File: src/rtl/apbPkg.sv
package apbPkg;

    localparam int apbAddrWidth = 8;
    localparam int apbDataWidth = 32;

    // register offsets
    localparam logic [apbAddrWidth-1:0] regCtrl       = 8'h00;
    localparam logic [apbAddrWidth-1:0] regStatus     = 8'h04;
    localparam logic [apbAddrWidth-1:0] regFetchCount = 8'h08;
    localparam logic [apbAddrWidth-1:0] regLoadCount  = 8'h0C;
    localparam logic [apbAddrWidth-1:0] regStoreCount = 8'h10;

    // control register bits
    localparam int ctrlHoldBit  = 0;
    localparam int ctrlClearBit = 1;

endpackage

File: src/rtl/memCtrlRegs.sv
`timescale 1ns/10ps

module memCtrlRegs (
    input  logic                            clk,
    input  logic                            rst,

    input  logic                            psel,
    input  logic                            penable,
    input  logic                            pwrite,
    input  logic [apbPkg::apbAddrWidth-1:0] paddr,
    input  logic [apbPkg::apbDataWidth-1:0] pwdata,
    output logic [apbPkg::apbDataWidth-1:0] prdata,
    output logic                            pready,
    output logic                            pslverr,

    input  logic                            busy,
    input  logic                            fetchDone,
    input  logic                            dataDone,
    input  logic                            dataStore,
    output logic                            hold
);

    logic access;
    logic mapped;
    logic ctrlWrite;
    logic clear;
    logic holdReg;

    logic [apbPkg::apbDataWidth-1:0] readData;
    logic [apbPkg::apbDataWidth-1:0] fetchCount;
    logic [apbPkg::apbDataWidth-1:0] loadCount;
    logic [apbPkg::apbDataWidth-1:0] storeCount;

    assign access    = psel && penable;
    assign ctrlWrite = access && pwrite && (paddr == apbPkg::regCtrl);
    // clear is a pulse only, it is never stored
    assign clear     = ctrlWrite && pwdata[apbPkg::ctrlClearBit];

    always_comb begin
        mapped   = 1'b1;
        readData = '0;
        case (paddr)
            apbPkg::regCtrl:       readData[apbPkg::ctrlHoldBit] = holdReg;
            apbPkg::regStatus:     readData[0] = busy;
            apbPkg::regFetchCount: readData = fetchCount;
            apbPkg::regLoadCount:  readData = loadCount;
            apbPkg::regStoreCount: readData = storeCount;
            default:               mapped = 1'b0;
        endcase
    end

    assign prdata  = readData;
    assign pready  = 1'b1;
    assign pslverr = access && !mapped;
    assign hold    = holdReg;

    always_ff @(posedge clk) begin
        if (rst) begin
            holdReg <= 1'b0;
        end else if (ctrlWrite) begin
            holdReg <= pwdata[apbPkg::ctrlHoldBit];
        end
    end

    // completion counters, wrap silently
    always_ff @(posedge clk) begin
        if (rst) begin
            fetchCount <= '0;
            loadCount  <= '0;
            storeCount <= '0;
        end else if (clear) begin
            fetchCount <= '0;
            loadCount  <= '0;
            storeCount <= '0;
        end else begin
            if (fetchDone) begin
                fetchCount <= fetchCount + 1'b1;
            end
            if (dataDone && !dataStore) begin
                loadCount <= loadCount + 1'b1;
            end
            if (dataDone && dataStore) begin
                storeCount <= storeCount + 1'b1;
            end
        end
    end

endmodule

File: config.mk
export PLATFORM = sky130hd
export DESIGN_NAME = memCtrlRegs
export DESIGN_NICKNAME = d
export VERILOG_FILES = /design/src/rtl/apbPkg.sv /design/src/rtl/memCtrlRegs.sv
export SDC_FILE = /design/constraint.sdc
export NUM_CORES = 1
export LEC_CHECK = 0
export ABC_AREA = 1
export BUFFER_PORTS_ARGS = -buffer_cell sky130_fd_sc_hd__buf_2
export CORE_MARGIN = 1
export CORE_UTILIZATION = 30
export CTS_CLUSTER_DIAMETER = 30
export CTS_CLUSTER_SIZE = 28
export DETAILED_ROUTE_END_ITERATION = 7
export PLACE_DENSITY_LB_ADDON = 0.12
export RECOVER_POWER = 50
export SYNTH_ARGS = -nofsm -noshare
export SYNTH_HDL_FRONTEND = slang
export SYNTH_SLANG_ARGS = --single-unit
File: constraint.sdc
create_clock -name clk -period 1.9 [get_ports clk]
set_input_delay 0.285 -clock clk [delete_from_list [all_inputs] [get_ports clk]]
set_output_delay 0.285 -clock clk [all_outputs]
set_load 0.05 [all_outputs]
==> results.sh <==
export IMPL_status="finished clean"
export IMPL_worstPathRequired_ps=1620
export IMPL_ys_ff_latch=97
export IMPL_fin_hold_ws_ps=119
export IMPL_gp_congestion=0.837
export IMPL_synth_main_ff_cell="dfxtp_1"
export IMPL_p_leak_nw=2.62
export IMPL_cts_tree="yes"
export IMPL_clk_latency_ps=350
export IMPL_final_core_util_pct=36.9
export IMPL_ir_drop_mv=0.376
export IMPL_worst_path_largest_cell_delay_ps=260
export IMPL_cts_setup_buffers=0
export IMPL_dp_hpwl_um=14100
export IMPL_crit_chain="buf_2 > nor2_4 > inv_2 > nor2_4 > nand3_4 > buf_4 > o211ai_1 > buf_4"
export IMPL_cts_buffer_depth=2
export IMPL_synth_adder_area_share_pct=0.654
export IMPL_synth_compound_area_share_pct=6.76
export IMPL_routed_wl_um=17800
export IMPL_htreeDepth=3
export IMPL_worstMarginPinSlew_ps=590
export IMPL_syn_to_final_growth_pct=20.3
export IMPL_ctsHoldBuffers=0
export IMPL_drv_cap=0
export IMPL_tns_ps=0
export IMPL_setup_viol=0
export IMPL_drive_gt1_share_pct=14.2
export IMPL_synth_cell_types=34
export IMPL_synth_top_cell_by_area="dfxtp_1"
export IMPL_hold_violations=0
export IMPL_syn_area_per_cell_um2=6.39
export IMPL_synth_top_family_by_area="simple AND/OR/NAND/NOR gates"
export IMPL_fp_dieH_um=140
export IMPL_synthesis_nets=950
export IMPL_rsz0062_at_grt="yes"
export IMPL_synth_edf_count=0
export IMPL_cts_inserted_buffers=9
export IMPL_crit_family="buffers and inverters"
export IMPL_num_rows=50
export IMPL_end_kind="primary output"
export IMPL_cts_sinks=97
export IMPL_yosysWarningCount=0
export IMPL_grt_util_all_layers_pct=18.9
export IMPL_p_per_area_nw_per_um2=617
export IMPL_post_synth_top_count_cell="nand2_1"
export IMPL_synthArstFlopShare_pct=0
export IMPL_post_route_period_util_pct=96.2
export IMPL_die_x_um=140
export IMPL_wire_per_inst_um=14.8
export IMPL_diodes=0
export IMPL_initial_core_util_pct=30.7
export IMPL_clk_pin_slew_ps=60
export IMPL_cp_max_fo=13
export IMPL_cts_root_buf="clkbuf_16"
export IMPL_critPathKind="primary input to primary output"
export IMPL_netlist_area_um2=5740
export IMPL_syn_inst=898
export IMPL_fin_crit_ps=1830
export IMPL_viasPerCell=4.66
export IMPL_clock_fmax_ghz=0.547
export IMPL_synth_xor_area_share_pct=6.56
export IMPL_grt_max_degree=36
export IMPL_hold_path_class="primary input to flip-flop"
export IMPL_io_buffers=52
export IMPL_skew_ps=4.08
export IMPL_post_synth_mux_area_share_pct=0
export IMPL_pre_cts_slack_ps=-30.6
export IMPL_first_iter_violations=277
export IMPL_grt_pass1_wl_um=28500
export IMPL_critPathBufInv=4
export IMPL_synth_area_leaders="dfxtp_1 (34%), nand2_1 (16%), nor2_1 (11%)"
export IMPL_synth_top_area_share_pct=33.8
export IMPL_synth_simple_gate_area_share_pct=42.7
export IMPL_slew_headroom_pct=60.8
export IMPL_post_dp_cell_area_um2=6450
export IMPL_fin_ws_ps=72.2
export IMPL_core_um2=18700
export IMPL_cp_start_kind="primary input"
export IMPL_synthTopCellsByCount="nand2_1 (238), nor2_1 (164), inv_1 (115), dfxtp_1 (97), nand3_1 (67)"
export IMPL_ys_seq_area_share_pct=33.8
export IMPL_grt_pass1_vias=5362
export IMPL_slowest_stage="o211ai_1"
export IMPL_drc_errors=0
export IMPL_ant_nets=0
export IMPL_dr_total_vias=5606
export IMPL_io_pins=84
export IMPL_report_final_slew_viol_count=0
export IMPL_dr_pass1_iters=5
export IMPL_grt_overflow_total=0
export IMPL_antenna_found_initial=0
export IMPL_design_area_um2=6900
export IMPL_die_area_um2=19700
export IMPL_fin_nets=1016
export IMPL_critPathArrivalTime_ps=1540
## layout make-up
class	count	area, µm²
Fill cell	2060	11800
Multi-Input combinational cell	664	3370
Sequential cell	97	1940
Timing Repair Buffer	73	515
Inverter	119	447
Tap cell	234	293
Clock buffer	13	270
Clock inverter	2	60.1
## final timing paths
path	startpoint	endpoint	slack [ps]	depth (start not counted)
worst max register to register	loadCount[1]	loadCount[18]	190	7
worst min-delay path	rst	hold	120	2
worst min register to register	fetchCount[30]	fetchCount[30]	470	2
worst max-delay path	paddr[1]	prdata[10]	70	8
## where the power goes
| group | switching (mW) | internal (mW) |
|---|---|---|
| clock | 0.794 | 1.26 |
| combinational | 0.104 | 0.0504 |
| sequential | 0.00883 | 2.04 |
| total | 0.907 | 3.35 |
## routing by layer
metal | track usage [%] | routed length (µm) | up-vias
li1 | - | - | 2992
met1 | 25.3 | 8630 | 2517
met2 | 31.4 | 8360 | 81
met3 | 2.19 | 535 | 16
met4 | 6.54 | 270 | 0
met5 | 0 | 0 | -
## metrics by stage
stage / power, mW / cells
final: 4.26 / 1202
after global routing: 4.42 / 1202
after CTS: 4.35 / 1201
after detailed placement: 2.26 / 1186
after global placement: 2.26 / 1186
after floorplan: 2.20 / 898
## flip-flops by register name, indices dropped and copies added, names as in the netlist
name	flops
fetchCount	32
loadCount	32
storeCount	32
hold	1
## cells in the final DEF (no fill, tap or decap), types with 4 or more instances in the layout
cell type    n
nor2_4       8
o211ai_1     9
inv_2        7
nor2_1     162
nand2_2      5
o21ai_0      7
xnor2_1     10
o221ai_2    10
clkbuf_4     5
nor3_1      21
a21oi_1     19
inv_1      112
buf_2       25
nor2_2      13
nand4_1     30
nand2_1    239
buf_4       36
dfxtp_1     97
nor3b_1      4
nand3_1     65
xor2_1      33
o221ai_1    10
clkbuf_16   10
## timing repair
item | 4_1_cts | 5_1_grt
resized for setup | 11 | 38
endpoints found under the setup margin | 11 | 32
cloned | 0 | 1
pin swaps | 0 | 2
## worst reg2reg max path, delay by kind of cell, from the launching register on
kind | cells | cell delay, ps
xor gates and xnor gates | 1 | 170
adders and majority gates | 1 | 190
DFF | 1 | 390
and+or+nand+nor | 5 | 850
## logic make-up (layout without fill, tap and decap cells)
logic type                 count (synthesis)  count (layout)
AOI/OAI and AO/OA                         57              57
and+or+nand+nor                          560             560
xor gates and xnor gates                  43              43
other                                      1               1
DFF                                       97              97
adders and majority gates                  3               3
buffers and inverters                    137             207
(Power assumes the default switching activity.)
