## config.mk

```make
export PLATFORM = sky130hd
export DESIGN_NAME = memController
export DESIGN_NICKNAME = d
export VERILOG_FILES = /design/src/rtl/memPkg.sv /design/src/rtl/memController.sv
export SDC_FILE = /design/constraint.sdc
export NUM_CORES = 1
export LEC_CHECK = 0
export ABC_AREA = 1
export BUFFER_PORTS_ARGS = -buffer_cell sky130_fd_sc_hd__buf_4
export CORE_ASPECT_RATIO = 0.8
export CORE_UTILIZATION = 53
export DETAILED_ROUTE_END_ITERATION = 8
export PLACE_DENSITY = 0.87
export SYNTH_ARGS = -nofsm -noshare
export SYNTH_HDL_FRONTEND = slang
export SYNTH_SLANG_ARGS = --single-unit
export TNS_END_PERCENT = 50
```

## constraint.sdc

```tcl
create_clock -name clk -period 4.6 [get_ports clk]
set_clock_uncertainty 0.1 [all_clocks]
set_input_delay 0.23 -clock clk [delete_from_list [all_inputs] [get_ports clk]]
set_output_delay 0.23 -clock clk [all_outputs]
set_load 0.1 [all_outputs]
```

## src/rtl/memPkg.sv

```systemverilog
package memPkg;

    // core side
    localparam int addrWidth = 32;
    localparam int dataWidth = 32;

    // RAM side
    localparam int byteWidth = 8;

    // 1 KiB, core addresses wrap onto it
    localparam int ramAddrBits = 10;

    // an instruction fetch always reads a full word
    localparam int fetchBytes = 4;

    // data-port length, code 3 decodes as a word
    typedef enum logic [1:0] {
        sizeByte = 2'd0,
        sizeHalf = 2'd1,
        sizeWord = 2'd2
    } accessSize;

    // sequencer states
    typedef enum logic [1:0] {
        stIdle  = 2'd0,
        stFetch = 2'd1,
        stLoad  = 2'd2,
        stStore = 2'd3
    } seqState;

endpackage

```

## src/rtl/memController.sv

```systemverilog
`timescale 1ns/10ps

module memController (
    input  logic                                 clk,
    input  logic                                 rst,
    input  logic                                 hold,

    input  logic                                 fetchEn,
    input  logic [memPkg::addrWidth-1:0]         fetchAddr,
    output logic                                 fetchDone,
    output logic [memPkg::dataWidth-1:0]         fetchInst,

    input  logic                                 dataEn,
    input  logic                                 dataStore,
    input  logic [$bits(memPkg::accessSize)-1:0] dataLen,
    input  logic [memPkg::addrWidth-1:0]         dataAddr,
    input  logic [memPkg::dataWidth-1:0]         dataWdata,
    output logic                                 dataDone,
    output logic [memPkg::dataWidth-1:0]         dataRdata,

    output logic [memPkg::ramAddrBits-1:0]       ramAddr,
    output logic                                 ramWe,
    output logic [memPkg::byteWidth-1:0]         ramWdata,
    input  logic [memPkg::byteWidth-1:0]         ramRdata,

    output logic                                 busy
);

    memPkg::seqState state;

    logic [2:0] idx;
    logic [2:0] nBytes;
    logic [2:0] dataBytes;
    logic [2:0] addrOffset;

    logic [memPkg::addrWidth-1:0] baseAddr;
    logic [memPkg::addrWidth-1:0] byteAddr;
    logic [memPkg::dataWidth-1:0] storeData;
    logic [memPkg::dataWidth-1:0] assembly;
    logic [memPkg::dataWidth-1:0] merged;

    logic readLast;
    logic storeLast;

    always_comb begin
        case (dataLen)
            memPkg::sizeByte: dataBytes = 3'd1;
            memPkg::sizeHalf: dataBytes = 3'd2;
            default:          dataBytes = 3'd4;
        endcase
    end

    // the byte arriving now belongs one slot below the index
    always_comb begin
        merged = assembly;
        if (idx != 3'd0) begin
            merged[(idx - 3'd1) * memPkg::byteWidth +: memPkg::byteWidth] = ramRdata;
        end
    end

    // while held, keep reading the previous byte so its data is still there on release
    always_comb begin
        addrOffset = idx;
        if (hold && idx != 3'd0) begin
            addrOffset = idx - 3'd1;
        end
        byteAddr = baseAddr + {{(memPkg::addrWidth - 3){1'b0}}, addrOffset};
    end

    assign ramAddr  = byteAddr[memPkg::ramAddrBits-1:0];
    assign ramWe    = (state == memPkg::stStore) && !hold;
    assign ramWdata = storeData[idx[1:0] * memPkg::byteWidth +: memPkg::byteWidth];

    // reads finish one step later than writes because of RAM latency
    assign readLast  = (idx == nBytes);
    assign storeLast = (idx == nBytes - 3'd1);

    assign fetchDone = !hold && (state == memPkg::stFetch) && readLast;
    assign dataDone  = !hold && (((state == memPkg::stLoad) && readLast) ||
                                 ((state == memPkg::stStore) && storeLast));

    // upper bytes stay zero from the clear at acceptance
    assign fetchInst = merged;
    assign dataRdata = merged;

    assign busy = (state != memPkg::stIdle);

    always_ff @(posedge clk) begin
        if (rst) begin
            state  <= memPkg::stIdle;
            idx    <= '0;
            nBytes <= '0;
        end else if (!hold) begin
            case (state)
                memPkg::stIdle: begin
                    idx <= '0;
                    // data port has priority
                    if (dataEn) begin
                        nBytes <= dataBytes;
                        state  <= dataStore ? memPkg::stStore : memPkg::stLoad;
                    end else if (fetchEn) begin
                        nBytes <= 3'(memPkg::fetchBytes);
                        state  <= memPkg::stFetch;
                    end
                end
                memPkg::stStore: begin
                    if (storeLast) begin
                        state <= memPkg::stIdle;
                    end else begin
                        idx <= idx + 3'd1;
                    end
                end
                default: begin
                    if (readLast) begin
                        state <= memPkg::stIdle;
                    end else begin
                        idx <= idx + 3'd1;
                    end
                end
            endcase
        end
    end

    always_ff @(posedge clk) begin
        if (!hold) begin
            if (state == memPkg::stIdle) begin
                assembly <= '0;
                if (dataEn) begin
                    baseAddr  <= dataAddr;
                    storeData <= dataWdata;
                end else begin
                    baseAddr <= fetchAddr;
                end
            end else begin
                assembly <= merged;
            end
        end
    end

endmodule

```

==> results.json <==
{
  "run_status": "finished, final reports clean",
  "grt_setup_unrepaired": "false",
  "synthFlopType": "sky130_fd_sc_hd__edfxtp_1",
  "totalWireLength_um": 13300,
  "postSynthNetCount": 703,
  "worstPathArrival_ns": 3.79,
  "final_antenna_net_count": 0,
  "worstSetupStartpointType": "register",
  "clk_transition_reported_paths_ns": 0.07,
  "routed-via-count": 4441,
  "tritoncts": "done",
  "pwr_density_cell_nw_per_um2": 472,
  "layout.cells.most_common_list": "sky130_fd_sc_hd__buf_4, sky130_fd_sc_hd__nand2_1, sky130_fd_sc_hd__edfxtp_1",
  "final_design_area_no_fill_um2": 6550,
  "finalHoldViolCount": 0,
  "maxCapViolCount": 0,
  "worst-endpoint-required_ns": 4.27,
  "timing.critical_path.to": "fetchInst[24]",
  "worst_hold_slack_ns": 0.0410,
  "maxSlewHeadroom": 0.453,
  "mostFrequentLayoutCell": "sky130_fd_sc_hd__buf_4",
  "yosys_warnings": 0,
  "critical-path-top-cell-by-count": "sky130_fd_sc_hd__nand2_1",
  "place.gp.congestion": 0.884,
  "period_needed_ns": 4.12,
  "first_pass_grt_wire_length_um": 21000,
  "post_dp_cell_area_um2": 5900,
  "timing_worst_setup_path_type": "reg -> out",
  "crit_path_cell_trace": "inv_1 -> ha_1 -> inv_1 -> nand2_2 -> nand2_4 -> nor2_1 -> ha_1 -> inv_2 -> nand2_1 -> nor2_1 -> nand2_1 -> nand2_1 -> nand2_1 -> clkinv_2 -> nand3_1 -> nand2_1 -> inv_1 -> buf_4",
  "final-setup-viol-count": 0,
  "f_max_mhz": 243,
  "port_buffers": 153,
  "cp-end-kind": "primary output",
  "design.die.area_um2": 9620,
  "floorplan.initialDensity": 0.562,
  "clock_latency_ns": 0.35,
  "reg2reg_to": "assembly[29]$_SDFFCE_PP0N_",
  "power.leakage_nw": 3.19,
  "count_of_flip_flops_with_a_built_in_enable_after_synthesis": 74,
  "ff2ff_path_depth": 18,
  "placeableCoreArea_um2": 8710,
  "path_buf_inv": 6,
  "syn_avg_cell_area_um2": 8.51,
  "hpwl_um": 8430,
  "post-route-drc-count": 0,
  "synthCells": 575,
  "floorplan.die.width_um": 109,
  "register_cell_area_after_layout_um2": 2380,
  "synth.cell_area_um2": 4890,
  "design.final.nets": 856,
  "r2r-start": "idx[1]$_SDFFE_PP0P_",
  "critPathTopFamily": "buffers and inverters",
  "ys_seq_area_frac": 0.487,
  "period_share": 0.896,
  "floorplan.io_pins": 198,
  "crit_fanout": 15,
  "drive_above_1_share": 0.274,
  "max_stage_delay_ns": 0.56,
  "launching_instance_or_port_of_the_critical_path": "idx[1]$_SDFFE_PP0P_",
  "globalRoute.totalOverflow": 0,
  "die_height_um": 87.9,
  "antenna_found_initial": 1,
  "timing.critical_path.slowest_stage_cell": "sky130_fd_sc_hd__ha_1",
  "finalMaxSlewViolations": 0,
  "track_usage": 0.290,
  "placementRows": 30,
  "tritoncts.num_buffers": 9,
  "num-fill-cells": 613,
  "irDropWorstVdd_mv": 0.323,
  "cts_htree_levels": 3,
  "worst-slew-pin-transition_ns": 0.819,
  "flow.area_growth_from_synthesis_pct": 33.9,
  "hold_class": "in -> reg",
  "reg2reg_slack_ns": 1.02,
  "post_drt_via_cell_ratio": 5.25,
  "drt_pass1_iterations": 5,
  "first_global_vias": 4462,
  "grt_start_max_net_pins": 38,
  "cts_sinks": 82,
  "setup_tns_ns": 0,
  "number_of_violations_reported_at_the_end_of_detailed_routing_iteration_0": 331,
  "synthDistinctLibCells": 39,
  "count_of_cells_along_the_worst_hold_path": 3,
  "cts_root_buf": "sky130_fd_sc_hd__clkbuf_16",
  "worstSetupPathDepth": 18,
  "clockBufferDepth": 2,
  "average_wire_length_per_cell_after_detail_routing_um": 15.7,
  "synth-seq-cells": 82,
  "multiInputGateArea_um2": 1890,
  "synth-async-reset-ratio": 0
}
## layer usage
layer	global-route usage	up-vias	wire (um)
li1	-	2139	-
met1	0.331	2029	4910
met2	0.521	228	6920
met3	0.0692	45	1090
met4	0.127	0	345
met5	0	-	0
## timing repair
action                     in CTS  in global routing
setup endpoints to repair       0                 25
hold endpoints to repair       37                  0
hold buffers                   33                  0
buffers inserted                0                  0
gates resized for setup         0                  1
## worst register-to-register path, delay by kind of cell (launching register included)
kind	cells	cell delay, ns
and+or+nand+nor	12	1.07
adders and majority gates	2	0.92
buffers and inverters	4	0.73
DFF	1	0.50
## stage by stage
step           total power, W  utilization  std cells  worst slack [ns]
2_1_floorplan         0.00204            -        575             0.244
3_3_place_gp          0.00226        0.677        796             0.771
3_5_place_dp          0.00229        0.677        796             0.688
4_1_cts               0.00308        0.752        845             0.249
5_1_grt               0.00319        0.752        846             0.205
6_report              0.00309        0.752        846             0.478
## layout make-up
type                            count  share of cell area
Antenna cell                        1            0.000382
Timing Repair Buffer              189               0.229
Tap cell                          112              0.0214
Inverter                           81              0.0474
Multi-Input combinational cell    365               0.289
Clock inverter                      7              0.0145
Sequential cell                    82               0.364
Clock buffer                        9              0.0344
## worst min path at each step
stage,from,to,slack (ns)
2_1_floorplan,rst,idx[2]$_SDFFE_PP0P_,0.20
3_3_place_gp,dataWdata[5],storeData[5]$_DFFE_PP_,0.31
3_5_place_dp,dataWdata[18],storeData[18]$_DFFE_PP_,0.31
4_1_cts,fetchAddr[4],baseAddr[4]$_DFFE_PP_,0.04
5_1_grt,fetchAddr[5],baseAddr[5]$_DFFE_PP_,0.06
6_report,fetchAddr[4],baseAddr[4]$_DFFE_PP_,0.04
## sequential cells by signal, summed over array words and instances, names as in the netlist
name       cells
baseAddr      10
storeData     32
nBytes         3
state          2
assembly      32
idx            3
## kinds of logic (layout without fill, tap and decap cells)
kind of cell / count (synthesis) / in the layout / share of synthesized area
adder cells (fa/ha/maj): 16 / 16 / 0.0424
buffers and inverters: 128 / 286 / 0.127
other: 0 / 1 / 0
AO/OA/AOI/OAI: 61 / 61 / 0.0655
flip-flops: 82 / 82 / 0.487
XOR/XNOR: 10 / 10 / 0.0179
AND/OR/NAND/NOR: 278 / 278 / 0.261
## cell usage after synthesis (all sizes together) (8+ instances only)
cell type / instances / area share
o21ai: 30 / 0.031
inv: 80 / 0.062
nand3: 33 / 0.039
nand2: 155 / 0.13
nor2: 71 / 0.065
ha: 15 / 0.038
o22ai: 8 / 0.010
buf: 36 / 0.054
a21oi: 21 / 0.021
edfxtp: 74 / 0.45
clkbuf: 11 / 0.0087
dfxtp: 8 / 0.033
## report_power, final
group          internal, W  total (W)  switching, W
registers         0.000892   0.000924     0.0000318
logic             0.000294    0.00139       0.00110
clock network     0.000438   0.000776      0.000338
total              0.00162    0.00309       0.00147
Power figures use the tool's default switching activity.
